<file path="src/vread_defines.svh">
`ifndef VREAD_DEFINES_SVH
`define VREAD_DEFINES_SVH

// external byte address width
`define VREAD_AXI_ADDR_W 32

// databus and scratch buffer word width
`define VREAD_WORD_W 32

// output symbol width, several symbols per word
`define VREAD_SYM_W 8

// buffer word address, top bit is the ping-pong half
`define VREAD_BUF_ADDR_W 9

// burst length field, holds words minus one
`define VREAD_LEN_W 8

// pattern period and duty
`define VREAD_PERIOD_W 7

// pattern start delay
`define VREAD_DELAY_W 6

`endif

</file>
<file path="src/vread_pkg.sv">
`default_nettype none

`include "vread_defines.svh"

package vread_pkg;

   // external memory side
   typedef logic [`VREAD_AXI_ADDR_W-1:0] ext_addr_t;
   typedef logic [`VREAD_WORD_W-1:0]     word_t;

   // one output symbol
   typedef logic [`VREAD_SYM_W-1:0] sym_t;

   // buffer word address, msb picks the half
   typedef logic [`VREAD_BUF_ADDR_W-1:0] buf_addr_t;

   // word address with the symbol select bits below it
   typedef logic [`VREAD_BUF_ADDR_W+$clog2(`VREAD_WORD_W/`VREAD_SYM_W)-1:0] sym_addr_t;

   // pattern and burst fields
   typedef logic [`VREAD_PERIOD_W-1:0] period_t;
   typedef logic [`VREAD_DELAY_W-1:0]  delay_t;
   typedef logic [`VREAD_LEN_W-1:0]    len_t;

endpackage

`default_nettype wire

</file>
<file path="src/burst_reader.sv">
`timescale 1ns/1ns
`default_nettype none

module burst_reader (
   input  wire                       clk,
   input  wire                       rst,
   input  wire                       run_i,
   input  wire vread_pkg::ext_addr_t start_addr_i,
   input  wire vread_pkg::ext_addr_t addr_shift_i,
   input  wire vread_pkg::buf_addr_t amount_i,
   input  wire vread_pkg::len_t      length_i,
   output logic                      databus_valid_o,
   output vread_pkg::ext_addr_t      databus_addr_o,
   output vread_pkg::len_t           databus_len_o,
   input  wire                       databus_ready_i,
   input  wire                       databus_last_i,
   output logic                      done_o
);

   localparam vread_pkg::ext_addr_t WORD_BYTES = $bits(vread_pkg::word_t) / 8;

   typedef enum logic [1:0] {
      ST_IDLE,
      ST_REQ,
      ST_BURST
   } state_t;

   state_t               state;
   vread_pkg::buf_addr_t remaining;
   vread_pkg::buf_addr_t rem_sel;
   vread_pkg::buf_addr_t max_words;
   vread_pkg::buf_addr_t burst_words;
   logic                 beat;
   logic                 burst_end;

   assign databus_valid_o = (state == ST_BURST);
   assign beat            = databus_valid_o && databus_ready_i;
   assign burst_end       = beat && databus_last_i;

   // words left when the next burst starts; the final one gets trimmed
   assign rem_sel     = (state == ST_BURST) ? remaining - 1'b1 : remaining;
   assign max_words   = vread_pkg::buf_addr_t'(length_i) + 1'b1;
   assign burst_words = (rem_sel > max_words) ? max_words : rem_sel;

   always_ff @(posedge clk or posedge rst) begin
      if (rst) begin
         state     <= ST_IDLE;
         remaining <= '0;
         done_o    <= 1'b1;
      end else if (run_i) begin
         remaining <= amount_i;
         if (amount_i != '0) begin
            state  <= ST_REQ;
            done_o <= 1'b0;
         end
      end else begin
         case (state)
            ST_REQ: begin
               state <= ST_BURST;
            end
            ST_BURST: begin
               if (beat) begin
                  remaining <= remaining - 1'b1;
               end
               // back-to-back bursts keep valid high
               if (burst_end && remaining == 1'b1) begin
                  state  <= ST_IDLE;
                  done_o <= 1'b1;
               end
            end
            default: begin
               state <= ST_IDLE;
            end
         endcase
      end
   end

   // request fields
   always_ff @(posedge clk) begin
      if (run_i) begin
         databus_addr_o <= start_addr_i;
      end else if (burst_end) begin
         databus_addr_o <= databus_addr_o
                           + (vread_pkg::ext_addr_t'(databus_len_o) + 1'b1) * WORD_BYTES
                           + addr_shift_i;
      end
      if (state == ST_REQ || burst_end) begin
         databus_len_o <= vread_pkg::len_t'(burst_words - 1'b1);
      end
   end

   // request held steady until the beat marked last
   a_valid_held: assert property (@(posedge clk) disable iff (rst)
      databus_valid_o && !burst_end |=> databus_valid_o && $stable(databus_addr_o));

endmodule

`default_nettype wire

</file>
<file path="src/handshake_join.sv">
`timescale 1ns/1ns
`default_nettype none

module handshake_join #(
   parameter type first_t  = logic,
   parameter type second_t = logic
) (
   input  wire          clk,
   input  wire          rst,
   input  wire          flush_i,
   input  wire          first_valid_i,
   output logic         first_ready_o,
   input  wire first_t  first_data_i,
   input  wire          second_valid_i,
   output logic         second_ready_o,
   input  wire second_t second_data_i,
   output logic         result_valid_o,
   input  wire          result_ready_i,
   output first_t       result_first_o,
   output second_t      result_second_o
);

   logic    first_held;
   logic    second_held;
   first_t  first_q;
   second_t second_q;
   logic    fire;

   // a side that already waits takes nothing new
   assign first_ready_o  = !first_held;
   assign second_ready_o = !second_held;

   assign result_valid_o  = (first_held || first_valid_i) && (second_held || second_valid_i);
   assign result_first_o  = first_held ? first_q : first_data_i;
   assign result_second_o = second_held ? second_q : second_data_i;
   assign fire            = result_valid_o && result_ready_i;

   always_ff @(posedge clk or posedge rst) begin
      if (rst) begin
         first_held  <= 1'b0;
         second_held <= 1'b0;
      end else if (flush_i || fire) begin
         first_held  <= 1'b0;
         second_held <= 1'b0;
      end else begin
         if (first_valid_i && first_ready_o) begin
            first_held <= 1'b1;
         end
         if (second_valid_i && second_ready_o) begin
            second_held <= 1'b1;
         end
      end
   end

   // skid payloads
   always_ff @(posedge clk) begin
      if (first_valid_i && first_ready_o) begin
         first_q <= first_data_i;
      end
      if (second_valid_i && second_ready_o) begin
         second_q <= second_data_i;
      end
   end

   a_result_stable: assert property (@(posedge clk) disable iff (rst)
      result_valid_o && !result_ready_i && !flush_i
      |=> result_valid_o && $stable(result_first_o) && $stable(result_second_o));

endmodule

`default_nettype wire

</file>
<file path="src/pattern_addr_gen.sv">
`timescale 1ns/1ns
`default_nettype none

module pattern_addr_gen (
   input  wire                       clk,
   input  wire                       rst,
   input  wire                       run_i,
   input  wire vread_pkg::delay_t    delay_i,
   input  wire vread_pkg::sym_addr_t start_i,
   input  wire vread_pkg::period_t   per_i,
   input  wire vread_pkg::period_t   duty_i,
   input  wire vread_pkg::buf_addr_t iter_i,
   input  wire vread_pkg::sym_addr_t incr_i,
   input  wire vread_pkg::sym_addr_t shift_i,
   output logic                      valid_o,
   output vread_pkg::sym_addr_t      addr_o,
   output logic                      done_o
);

   typedef enum logic [1:0] {
      ST_IDLE,
      ST_DELAY,
      ST_RUN
   } state_t;

   state_t               state;
   vread_pkg::delay_t    delay_cnt;
   vread_pkg::period_t   inner;
   vread_pkg::buf_addr_t outer;
   vread_pkg::sym_addr_t base;
   logic                 last_inner;
   logic                 last_outer;

   assign last_inner = (inner == per_i - 1'b1);
   assign last_outer = (outer == iter_i - 1'b1);

   // only the first duty cycles of each period read
   assign valid_o = (state == ST_RUN) && (inner < duty_i);

   always_ff @(posedge clk or posedge rst) begin
      if (rst) begin
         state     <= ST_IDLE;
         delay_cnt <= '0;
         inner     <= '0;
         outer     <= '0;
         done_o    <= 1'b1;
      end else if (run_i) begin
         delay_cnt <= delay_i;
         inner     <= '0;
         outer     <= '0;
         done_o    <= 1'b0;
         if (delay_i != '0) begin
            state <= ST_DELAY;
         end else if (iter_i != '0) begin
            state <= ST_RUN;
         end else begin
            // nothing to read at all
            state  <= ST_IDLE;
            done_o <= 1'b1;
         end
      end else begin
         case (state)
            ST_DELAY: begin
               delay_cnt <= delay_cnt - 1'b1;
               if (delay_cnt == 1'b1) begin
                  if (iter_i != '0) begin
                     state <= ST_RUN;
                  end else begin
                     state  <= ST_IDLE;
                     done_o <= 1'b1;
                  end
               end
            end
            ST_RUN: begin
               if (last_inner) begin
                  inner <= '0;
                  outer <= outer + 1'b1;
                  if (last_outer) begin
                     state  <= ST_IDLE;
                     done_o <= 1'b1;
                  end
               end else begin
                  inner <= inner + 1'b1;
               end
            end
            default: begin
               state <= ST_IDLE;
            end
         endcase
      end
   end

   // base moves by shift per period, addr by incr within it
   always_ff @(posedge clk) begin
      if (run_i) begin
         base   <= start_i;
         addr_o <= start_i;
      end else if (state == ST_RUN) begin
         if (last_inner) begin
            base   <= base + shift_i;
            addr_o <= base + shift_i;
         end else begin
            addr_o <= addr_o + incr_i;
         end
      end
   end

endmodule

`default_nettype wire

</file>
<file path="src/vread_unit.sv">
`timescale 1ns/1ns
`default_nettype none

module vread_unit (
   input  wire                       clk,
   input  wire                       rst,
   input  wire                       run_i,
   output logic                      done_o,
   output logic                      databus_valid_o,
   output vread_pkg::ext_addr_t      databus_addr_o,
   output vread_pkg::len_t           databus_len_o,
   input  wire                       databus_ready_i,
   input  wire vread_pkg::word_t     databus_rdata_i,
   input  wire                       databus_last_i,
   input  wire vread_pkg::ext_addr_t ext_addr_i,
   input  wire vread_pkg::ext_addr_t addr_shift_i,
   input  wire vread_pkg::buf_addr_t amount_i,
   input  wire vread_pkg::len_t      length_i,
   input  wire                       pingpong_i,
   input  wire vread_pkg::delay_t    delay_i,
   input  wire vread_pkg::sym_addr_t start_i,
   input  wire vread_pkg::period_t   per_i,
   input  wire vread_pkg::period_t   duty_i,
   input  wire vread_pkg::buf_addr_t iter_i,
   input  wire vread_pkg::sym_addr_t incr_i,
   input  wire vread_pkg::sym_addr_t shift_i,
   output logic                      buf_wr_en_o,
   output vread_pkg::buf_addr_t      buf_wr_addr_o,
   output vread_pkg::word_t          buf_wr_data_o,
   output logic                      buf_rd_en_o,
   output vread_pkg::buf_addr_t      buf_rd_addr_o,
   input  wire vread_pkg::word_t     buf_rd_data_i,
   output logic                      out_valid_o,
   output vread_pkg::sym_t           out_o
);

   localparam int BUF_W = $bits(vread_pkg::buf_addr_t);
   localparam int SEL_W = $bits(vread_pkg::sym_addr_t) - BUF_W;
   localparam int SYM_W = $bits(vread_pkg::sym_t);

   logic                 run;
   logic                 pp_state;
   logic                 load_done;
   logic                 pat_done;
   logic                 pat_valid;
   vread_pkg::sym_addr_t pat_addr;
   vread_pkg::buf_addr_t pat_word;
   vread_pkg::buf_addr_t wr_cnt;
   vread_pkg::buf_addr_t wr_addr;
   logic                 wr_addr_valid;
   logic                 wr_addr_ready;
   logic                 beat_valid;
   logic                 beat_ready;
   logic                 rd_valid_q;
   logic [SEL_W-1:0]     sel_q;

   // run only counts while idle
   assign run = run_i && done_o;

   always_ff @(posedge clk or posedge rst) begin
      if (rst) begin
         done_o <= 1'b1;
      end else if (run) begin
         done_o <= 1'b0;
      end else if (load_done && pat_done) begin
         done_o <= 1'b1;
      end
   end

   always_ff @(posedge clk or posedge rst) begin
      if (rst) begin
         pp_state <= 1'b0;
      end else if (run) begin
         pp_state <= pingpong_i ? !pp_state : 1'b0;
      end
   end

   burst_reader u_reader (
      .clk             (clk),
      .rst             (rst),
      .run_i           (run),
      .start_addr_i    (ext_addr_i),
      .addr_shift_i    (addr_shift_i),
      .amount_i        (amount_i),
      .length_i        (length_i),
      .databus_valid_o (databus_valid_o),
      .databus_addr_o  (databus_addr_o),
      .databus_len_o   (databus_len_o),
      .databus_ready_i (databus_ready_i),
      .databus_last_i  (databus_last_i),
      .done_o          (load_done)
   );

   // write addresses, one per loaded word; load goes to the other half
   assign wr_addr_valid = !load_done && (wr_cnt != amount_i);
   assign wr_addr       = {pingpong_i ? !pp_state : wr_cnt[BUF_W-1], wr_cnt[BUF_W-2:0]};
   assign beat_valid    = databus_valid_o && databus_ready_i;

   always_ff @(posedge clk or posedge rst) begin
      if (rst) begin
         wr_cnt <= '0;
      end else if (run) begin
         wr_cnt <= '0;
      end else if (wr_addr_valid && wr_addr_ready) begin
         wr_cnt <= wr_cnt + 1'b1;
      end
   end

   handshake_join #(
      .first_t  (vread_pkg::buf_addr_t),
      .second_t (vread_pkg::word_t)
   ) u_join (
      .clk             (clk),
      .rst             (rst),
      .flush_i         (run),
      .first_valid_i   (wr_addr_valid),
      .first_ready_o   (wr_addr_ready),
      .first_data_i    (wr_addr),
      .second_valid_i  (beat_valid),
      .second_ready_o  (beat_ready),
      .second_data_i   (databus_rdata_i),
      .result_valid_o  (buf_wr_en_o),
      .result_ready_i  (1'b1),
      .result_first_o  (buf_wr_addr_o),
      .result_second_o (buf_wr_data_o)
   );

   pattern_addr_gen u_pattern (
      .clk     (clk),
      .rst     (rst),
      .run_i   (run),
      .delay_i (delay_i),
      .start_i (start_i),
      .per_i   (per_i),
      .duty_i  (duty_i),
      .iter_i  (iter_i),
      .incr_i  (incr_i),
      .shift_i (shift_i),
      .valid_o (pat_valid),
      .addr_o  (pat_addr),
      .done_o  (pat_done)
   );

   // output reads the current half
   assign pat_word      = pat_addr[SEL_W +: BUF_W];
   assign buf_rd_en_o   = pat_valid;
   assign buf_rd_addr_o = {pingpong_i ? pp_state : pat_word[BUF_W-1], pat_word[BUF_W-2:0]};

   always_ff @(posedge clk or posedge rst) begin
      if (rst) begin
         rd_valid_q  <= 1'b0;
         out_valid_o <= 1'b0;
      end else begin
         rd_valid_q  <= pat_valid;
         out_valid_o <= rd_valid_q;
      end
   end

   // select travels with the buffer read, then picks the symbol
   always_ff @(posedge clk) begin
      if (pat_valid) begin
         sel_q <= pat_addr[SEL_W-1:0];
      end
      if (rd_valid_q) begin
         out_o <= buf_rd_data_i[sel_q*SYM_W +: SYM_W];
      end
   end

   // load and output must stay inside their own half
   a_wr_in_half: assert property (@(posedge clk) disable iff (rst)
      pingpong_i && wr_addr_valid |-> !wr_cnt[BUF_W-1]);

   a_rd_in_half: assert property (@(posedge clk) disable iff (rst)
      pingpong_i && pat_valid |-> !pat_addr[$bits(vread_pkg::sym_addr_t)-1]);

   // every databus beat lands in the buffer the same cycle
   a_no_stall: assert property (@(posedge clk) disable iff (rst)
      beat_valid |-> beat_ready && buf_wr_en_o);

endmodule

`default_nettype wire

</file>
<file path="config.mk">
export PLATFORM = sky130hd
export DESIGN_NAME = vread_unit
export DESIGN_NICKNAME = d
export VERILOG_FILES = /design/src/vread_pkg.sv /design/src/burst_reader.sv /design/src/handshake_join.sv /design/src/pattern_addr_gen.sv /design/src/vread_unit.sv
export VERILOG_INCLUDE_DIRS = /design/src
export SDC_FILE = /design/constraint.sdc
export NUM_CORES = 1
export LEC_CHECK = 0
export BUFFER_PORTS_ARGS = -buffer_cell sky130_fd_sc_hd__buf_2
export CAP_MARGIN = 20
export CELL_PAD_IN_SITES_DETAIL_PLACEMENT = 1
export CELL_PAD_IN_SITES_GLOBAL_PLACEMENT = 1
export CORE_ASPECT_RATIO = 0.75
export CORE_UTILIZATION = 36
export CTS_BUF_LIST = sky130_fd_sc_hd__clkbuf_8
export CTS_CLUSTER_SIZE = 25
export DETAILED_ROUTE_END_ITERATION = 10
export PLACE_DENSITY_LB_ADDON = 0.1
export SLEW_MARGIN = 20
export SYNTH_ARGS = -nofsm -noshare
export SYNTH_HDL_FRONTEND = slang
export SYNTH_SLANG_ARGS = --single-unit
</file>
<file path="constraint.sdc">
create_clock -name clk -period 7.6 [get_ports clk]
set_clock_uncertainty 0.2 [all_clocks]
set_input_delay 0.76 -clock clk [delete_from_list [all_inputs] [get_ports clk]]
set_output_delay 0.76 -clock clk [all_outputs]
set_load 0.01 [all_outputs]
</file>
# Yosys cells after proc, flatten, opt, wreduce, memory -nomap -nowiden
# Index checks and enable logic that the tools add are counted.
[word_totals]
reg_bits = 165
input_bits = 213
out_inout_bits = 103
word_cells = 151
[op_classes]
add_sub_neg = 14
n_lt_le_gt_ge = 2
eq_ne = 15
shift = 1
muxes = 57
n_reduce_logical = 39
[op_table]
columns = ["operator", "n"]
rows = [
  ["32-bit 2-to-1 mux", 3],
  ["9-bit 2-to-1 mux", 10],
  ["11-bit 2-to-1 mux", 6],
  ["32-bit adder", 2],
  ["32-bit by 6-bit indexed part select with 8-bit output", 1],
  ["11-bit adder", 2],
  ["2-bit nonzero test", 11],
  ["7-bit 2-to-1 mux", 3],
  ["1-bit 2-to-1 mux", 20],
  ["8-bit by 1-bit adder with 9-bit output (second input constant)", 2],
  ["9-bit by 1-bit adder with 9-bit output (second input constant)", 2],
  ["2-bit 2-to-1 mux", 9],
  ["9-bit nonzero test", 2],
  ["9-bit by 1-bit subtractor with 9-bit output (second input constant)", 2],
  ["6-bit 2-to-1 mux", 2],
  ["3-bit by 2-bit != test with 1-bit output (second input constant)", 4],
  ["1-bit logical AND", 10],
  ["9-bit by 1-bit equality test with 1-bit output (second input constant)", 1],
  ["9-bit equality test", 1],
  ["9-bit greater-than comparator", 1],
  ["9-bit != test", 1],
  ["8-bit 2-to-1 mux", 1],
  ["2-bit case mux with 2 select lines", 2],
  ["8-bit by 1-bit subtractor with 8-bit output (second input constant)", 1],
  ["other kinds (18)", 29],
]

# Longest topological paths before layout
# Gate-level depths: netlist (run 1).
[logic_depth]
depth_word = 7
mapped_depth = 20
mapped_depth_nobuf = 17

# Hierarchy
# From an unflattened synthesis (run 1), not the netlist that was laid out.
[unflattened]
hier_cells = 1246
hier_area_um2 = 12395.6
[by_module_without_submodules]
columns = ["mod", "instances", "cells_per_inst", "area_each_um2", "seq_area_each_um2"]
rows = [
  ["burst_reader", 1, 605, 5270.1, 1502.7],
  ["pattern_addr_gen", 1, 441, 3866.2, 1287.5],
  ["handshake_join", 1, 101, 1986.9, 1281.2],
  ["vread_unit", 1, 99, 1272.5, 626.9],
]

# Least setup slack after synthesis (run 1)
# OpenSTA, ideal clock, no wires.
[synth_path]
path_kind = "register to register"
start = "register u_reader.remaining[2]"
end = "register u_reader.databus_len_o[4], data pin"
setup_ns = 0.261
t_arrival_ns = 3.760
required_time_ns = 7.139
setup_slack_ns = 3.379
path_stages_with_launch = 17
n_path_buf = 2
synth_period_minus_slack_ns = 4.221
cell_sequence = "dfrtp_1 -> clkbuf_1 -> or3_1 -> nor3b_2 -> nand2_1 -> xnor2_1 -> ha_1 -> a21o_1 -> a21oi_1 -> nor2b_1 -> o31ai_1 -> clkbuf_1 -> nand2_1 -> o21ai_0 -> ha_1 -> a21boi_0 -> a221o_1"
[synth_between]
elab_chain_cells = 5
[synth_rtl]
columns = ["element", "line_no", "source"]
rows = [
  ["start, declared", "burst_reader.sv:29", "vread_pkg::buf_addr_t remaining;"],
  ["start signal, assigned", "burst_reader.sv:51", "remaining <= amount_i;"],
  ["start signal, assigned", "burst_reader.sv:63", "remaining <= remaining - 1'b1;"],
  ["9-bit by 1-bit subtractor with 9-bit output", "burst_reader.sv:41", "assign rem_sel = (state == ST_BURST) ? remaining - 1'b1 : remaining;"],
  ["9-bit 2-to-1 mux (*)", "burst_reader.sv:41", ""],
  ["9-bit greater-than comparator", "burst_reader.sv:43", "assign burst_words = (rem_sel > max_words) ? max_words : rem_sel;"],
  ["8-bit 2-to-1 mux (*)", "burst_reader.sv:43", ""],
  ["8-bit by 1-bit subtractor with 8-bit output (*)", "burst_reader.sv:88", "databus_len_o <= vread_pkg::len_t'(burst_words - 1'b1);"],
  ["end signal, assigned", "burst_reader.sv:88", ""],
  ["end, declared", "burst_reader.sv:14", "output vread_pkg::len_t databus_len_o,"],
]
# Every way passes the cells marked *; elsewhere a longest branch is shown, timed or not.
# A chain may end at the register's enable or synchronous reset.

# Worst setup path after layout (run 1)
[layout_path]
start = "register u_reader.remaining[3]"
end = "register u_reader.databus_len_o[4], data pin"
# The elaborated chain is that of the path after synthesis.

==> results.toml, run 1 <==
[critical_path]
worstPathArrival_ps = 4440
crit_family = "compound AO/OA/AOI/OAI gates"
path_buf_inv = 1
cp_slowest_cell = "dfrtp_1"
reg2reg_setup_slack_ps = 3220
worst_r2r_path_depth = 15
critPathCaptureType = "flip-flop"
critical_path_class = "flip-flop to flip-flop"
cp_max_fo = 14
r2r_start = "u_reader.remaining[3]$_DFFE_PP0P_"
crit_path_max_incr_delay_ps = 520
r2r-end = "u_reader.databus_len_o[4]$_DFFE_PP_"
start_kind = "flip-flop"
crit_chain = "or3_1, nor3b_2, nand2_1, xnor2_1, ha_1, a21o_1, a21oi_1, nor2b_1, o31ai_1, buf_4, nand2_1, o21ai_0, ha_1, a21boi_0, a221o_1"
cp.required_ps = 7660

[timing]
drv_slew = 0
min_period_over_period_pct = 57.66
fin_setup_tns_ps = 0
relSlewSlack_pct = 37.20
worstMarginPinSlew_ps = 941.9
rsz0062_at_grt = "no"
hold_viol = 0
fmax_mhz = 228.2
setup_viol = 0
finalCriticalPeriod_ps = 4382

[logic_synthesis]
synth-seq-area-share_pct = 38.37
synth_nets = 1602
synth_seq_cells = 165
syn_area_per_cell_sq_um = 9.588
ys_top_cells_by_count = "nand2_1 (138), edfxtp_1 (113), nor2_1 (109), ha_1 (100), a21oi_1 (88)"
yosys.area.top_type = "edfxtp_1"
netlist.area_leader.share_pct = 27.71
synthArstFlopShare_pct = 31.52
synth_cells = 1277
synthTopCellsByArea = "edfxtp_1 (28%), ha_1 (10%), dfrtp_1 (10%)"
syn_area_sq_um = 12240
yosys_warnings = 0
ys_types = 76
synth_edf_count = 113
synth.most_common_cell = "nand2_1"
synthFlopType = "edfxtp_1"

[clock_tree]
cts-root-buf = "clkbuf_8"
cts_sinks = 165
cts_hold_buf = 0
clock_path_buffers = 2
postCtsSetupBuffers = 0
numCtsBuffers = 17
cts_tree = "done"
path_clk_slew_ps = 120
htree_levels = 4
cts_resized = 0
clkLatencyLatePin_ps = 510

[layout]
nets = 1889
drive_above_1_share_pct = 27.39
instances_no_fill = 2029
final_util_pct = 43.68
areaGrowthSynthToFinish_pct = 19.61

[die]
ios = 316
core_sq_um = 33530
die_area_sq_um = 34760
start_util_pct = 36.52
dieWidth_um = 215.0
fp.dieH_um = 161.7
rows = 58

[status]
status = "finished, final reports clean"

[job]
max_cap_violations = 0

[routing]
first_iter_violations = 498
avgViaCountPerCell = 5.137
num_vias = 10420
firstDrtPassIters = 4
post_drt_wl_per_cell_um = 17.92
routed_wl_mm = 36.37
drc = 0
antenna_left = 0

[power]
power_w = 0.004850
p_per_area_nw_per_um2 = 331.2
p_leak_nw = 6.437
peakVddDrop_uv = 140.0

[placed_design]
place_inst = 1994
hpwl_mm = 28.64
gp_congestion = 0.8114
io_buffers = 315

[hold_path]
hold_start = "databus_rdata_i[21]"
hold_path_depth = 1
whs_endpoint = "u_join.second_q[21]$_DFFE_PP_"
hp-class = "input pin to flip-flop"

[global_routing]
grt_pass1_wl_mm = 57.41
grt.total_usage_pct = 20.87
grt_overflow_total = 0
grt_pass1_vias = 10720
grt_max_degree = 95
antenna_found_initial = 4
## sequential cells by signal, summed over array words and instances (netlist names), 9 cells and up
signal and flops:
u_pattern.outer 9, u_join.second_q 32, u_pattern.base 11, wr_cnt 9
u_pattern.addr_o 11, u_reader.remaining 9, u_join.first_q 9, u_reader.databus_addr_o 32
## cell families (layout without fill, tap and decap cells)
family,Yosys count,count (layout),share of synthesized area (%)
other,0,2,0
xor gates and xnor gates,125,125,8.941
muxes,68,68,6.836
AOI/OAI and AO/OA,268,268,13.25
DFF,165,165,38.37
and+or+nand+nor,407,407,15.99
buffers and inverters,132,432,4.425
adders and majority gates,112,112,12.18
## through the flow
step | hold WS (ps) | area [sq um] | worst slack [ps]
finish | 233.1 | 14650 | 3218
global route | 182.4 | 14640 | 2845
detailed placement | 271.6 | 14190 | 3079
global placement | 279.1 | 14190 | 3448
CTS | 187.8 | 14630 | 3092
floorplan | 230.7 | 12240 | 3379
## worst max-delay path by stage
stage | startpoint | endpoint | cells past startpoint
floorplan | u_reader.remaining[2]$_DFFE_PP0P_ | u_reader.databus_len_o[4]$_DFFE_PP_ | 16
global placement | u_reader.state[0]$_DFFE_PP0P_ | u_reader.databus_len_o[4]$_DFFE_PP_ | 15
detailed placement | u_reader.state[0]$_DFFE_PP0P_ | u_reader.databus_len_o[4]$_DFFE_PP_ | 15
CTS | u_reader.state[0]$_DFFE_PP0P_ | u_reader.databus_len_o[4]$_DFFE_PP_ | 15
global route | u_reader.remaining[3]$_DFFE_PP0P_ | u_reader.databus_len_o[6]$_DFFE_PP_ | 16
finish | u_reader.remaining[3]$_DFFE_PP0P_ | u_reader.databus_len_o[4]$_DFFE_PP_ | 15
## layout make-up
cell class / count / area (sq um)
Tap cell: 450 / 563.0
Fill cell: 3990 / 18880
Inverter: 76 / 285.3
Sequential cell: 165 / 4698
Antenna cell: 2 / 5.005
Multi-Input combinational cell: 980 / 7012
Clock inverter: 15 / 203.9
Clock buffer: 17 / 234.0
Timing Repair Buffer: 324 / 1644
## layer usage
metal  track usage, %  vias to the layer above  share of wire [%]  routed length, um
met4            4.416                        2                1.2                429
met3            4.307                       28                4.6               1677
li1                 -                     5141                  -                  -
met2            32.49                      210                 45              16230
met5                0                        -              0.030                 11
met1            29.83                     5041                 50              18020
## cell usage in the layout, fill, tap and decap left out, types with 5 or more instances in the layout
master,instances
mux2i_1,15
buf_4,9
and4_1,5
o31ai_1,5
nor3_1,17
mux2_2,45
a31oi_1,15
o211ai_1,6
nor4_1,14
a21o_1,12
xor2_1,65
buf_2,315
o21ai_0,84
mux4_2,8
or3_1,6
nor2b_1,19
edfxtp_1,113
nand4_1,12
a31o_2,5
clkinv_8,8
nand2_1,137
nand3b_1,5
nand3_1,30
nor2_1,109
o21a_1,6
a211oi_1,10
a21oi_1,88
fa_1,12
clkbuf_8,17
nand2b_1,10
dfrtp_1,49
and3_1,15
ha_1,100
xnor2_1,60
inv_1,75
## where the power goes
part	leakage [nW]	total (W)	switching (W)	internal, W
clock network	0.214	0.000693	0.000434	0.000258
registers	1.71	0.00163	0.000251	0.00138
logic	4.51	0.00252	0.00146	0.00106
Note: power is estimated with default switching activity, not from simulation.
==> inputs of run 2 (changes only) <==
==> constraint.sdc (replaced) <==
create_clock -name clk -period 4 [get_ports clk]
set_clock_uncertainty 0.2 [all_clocks]
set_input_delay 0.4 -clock clk [delete_from_list [all_inputs] [get_ports clk]]
set_output_delay 0.4 -clock clk [all_outputs]
set_load 0.01 [all_outputs]
==> results.toml, run 2 (synthesis results as in run 1) <==
[global_routing]
grt_pass1_vias = 11300
grt_max_degree = 60
gr-usage-met2_pct = 35.67
antenna_found_initial = 0
grt.total_usage_pct = 22.22
grt_busiest_layer = "met2"
use_met1_pct = 31.12
grt_pass1_wl_mm = 61.09
grt_overflow_total = 0
met3_usage_pct = 4.026

[job]
max_cap_violations = 0

[clock_tree]
clock_path_buffers = 2
path_clk_slew_ps = 110
clkLatencyLatePin_ps = 510
cts_sinks = 165
cts_tree = "done"
htree_levels = 4
numCtsBuffers = 17
cts-root-buf = "clkbuf_8"

[layout]
areaGrowthSynthToFinish_pct = 28.04
drive_above_1_share_pct = 27.62
final_cell_mix = "buf_2 (315), nand2_1 (137), edfxtp_1 (113), nor2_1 (108), ha_1 (98)"
top_regs = "u_join.second_q (32), u_reader.databus_addr_o (32)"
nets = 1992
fin_area_sq_um = 15680
antennaDiodeCount = 0
final_common_cell = "buf_2"

[power]
p_int_w = 0.005339
p_per_area_nw_per_um2 = 605.5
clkPwrFrac_pct = 14.2
peakVddDrop_uv = 264.4
sw_frac_of_total_pct = 43.75
p_leak_nw = 6.896
seqPwrFrac_pct = 32.4
pwr-share-comb_pct = 53.4
power.net_switching_w = 0.004153

[critical_path]
crit_path_max_incr_delay_ps = 440
cp.required_ps = 4030
critical_path_class = "flip-flop to flip-flop"
critical_path.most_common_cell = "o21ai_0"
worstPathArrival_ps = 3790
cp_slowest_cell = "fa_1"
critPathCaptureType = "flip-flop"
crit_chain = "ha_1, nand3_1, nor2_2, and3_1, fa_1, ha_2, o21ai_0, a32oi_1, o211ai_1, buf_4, a2111oi_1, a211oi_1, xnor2_1, o21ai_0"
cp_max_fo = 5
start_kind = "flip-flop"

[routing]
num_vias = 10920
firstDrtPassIters = 4
post_drt_wl_per_cell_um = 17.97
first_iter_violations = 395
avgViaCountPerCell = 5.127
drc = 0
antenna_left = 0
routed_wl_mm = 38.28

[die]
fp.dieH_um = 161.7
ios = 316
die_area_sq_um = 34760
core_sq_um = 33530
dieWidth_um = 215.0
rows = 58
start_util_pct = 36.52

[placed_design]
io_buffers = 315
place_area_sq_um = 14340
hpwl_mm = 29.07
gp_congestion = 0.8649

[timing]
setup_viol = 0
rsz0062_at_grt = "yes"
drv_slew = 0
fmax_mhz = 265.9
finalCriticalPeriod_ps = 3760
fin_hold_ws_ps = 41.46
relSlewSlack_pct = 42.00
min_period_over_period_pct = 94.01
hold_viol = 0
worstMarginPinSlew_ps = 870.0

[status]
status = "finished, final reports clean"

[hold_path]
hp-class = "input pin to flip-flop"
run 2: worst max-delay path: cells and delay by family, from the launching register on:
family	cells	cell delay, ps
AO/OA/AOI/OAI	6	960
adder cells (fa/ha/maj)	3	1040
AND/OR/NAND/NOR	3	530
XOR/XNOR	1	160
flip-flops	1	410
buffers and inverters	1	170
run 2: per-layer routing:
| layer | share of wire (%) | wire length, um | up-vias |
|---|---|---|---|
| met5 | 0 | 0 | - |
| met4 | 1.2 | 455 | 0 |
| met3 | 3.6 | 1386 | 31 |
| met2 | 46 | 17590 | 193 |
| met1 | 49 | 18850 | 5345 |
| li1 | - | - | 5351 |
run 2: final timing paths:
| kind | startpoint | endpoint | slack (ps) | cells after the start |
|---|---|---|---|---|
| min in group asynchronous | rst | u_join.second_held$_DFFE_PP0P_ | 420 | 3 |
| hold / removal | ext_addr_i[7] | u_reader.databus_addr_o[7]$_DFFE_PP_ | 40 | 3 |
| setup / recovery | u_reader.databus_len_o[1]$_DFFE_PP_ | u_reader.databus_addr_o[31]$_DFFE_PP_ | 240 | 14 |
| max in group asynchronous | rst | u_pattern.done_o$_DFFE_PP1P_ | 2330 | 4 |
| setup reg to reg | u_reader.databus_len_o[1]$_DFFE_PP_ | u_reader.databus_addr_o[31]$_DFFE_PP_ | 240 | 14 |
| hold reg to reg | u_pattern.addr_o[0]$_DFFE_PP_ | sel_q[0]$_DFFE_PP_ | 290 | 0 |
run 2: repair_timing:
item                       CTS  global route
setup buffers                0             4
hold buffers                83             0
pin swaps                    0             5
setup endpoints to repair    1            13
gates resized for setup      1            14
hold endpoints to repair   115             0
run 2: power groups by stage:
| stage | clock [W] | combinational (W) | sequential (W) |
|---|---|---|---|
| finish | 0.00135 | 0.00507 | 0.00307 |
| CTS | 0.00138 | 0.00506 | 0.00309 |
| global route | 0.00145 | 0.00570 | 0.00316 |
| global placement | 0 | 0.00485 | 0.00310 |
| floorplan | 0 | 0.00351 | 0.00301 |
| detailed placement | 0 | 0.00495 | 0.00312 |
run 2: cell type report:
class                      count  area (sq um)
tap                          450         563.0
clock inverter                15         187.7
multi-input combinational    980          7084
sequential                   165          4698
timing repair buffer         427          2625
fill                        3962         17850
clock buffer                  17         234.0
inverter                      76         285.3
run 2: per-stage QoR:
step	setup TNS [ps]	std cells	util [%]	setup slack, ps	total power, W
6_report	0	2130	46.76	239.6	0.009492
3_5_place_dp	0	2011	42.78	10.30	0.008068
5_1_grt	-17.82	2130	46.76	-17.82	0.01030
2_1_floorplan	0	1277	-	7.177	0.006520
3_3_place_gp	0	2011	42.78	170.3	0.007951
4_1_cts	0	2126	46.51	74.89	0.009527
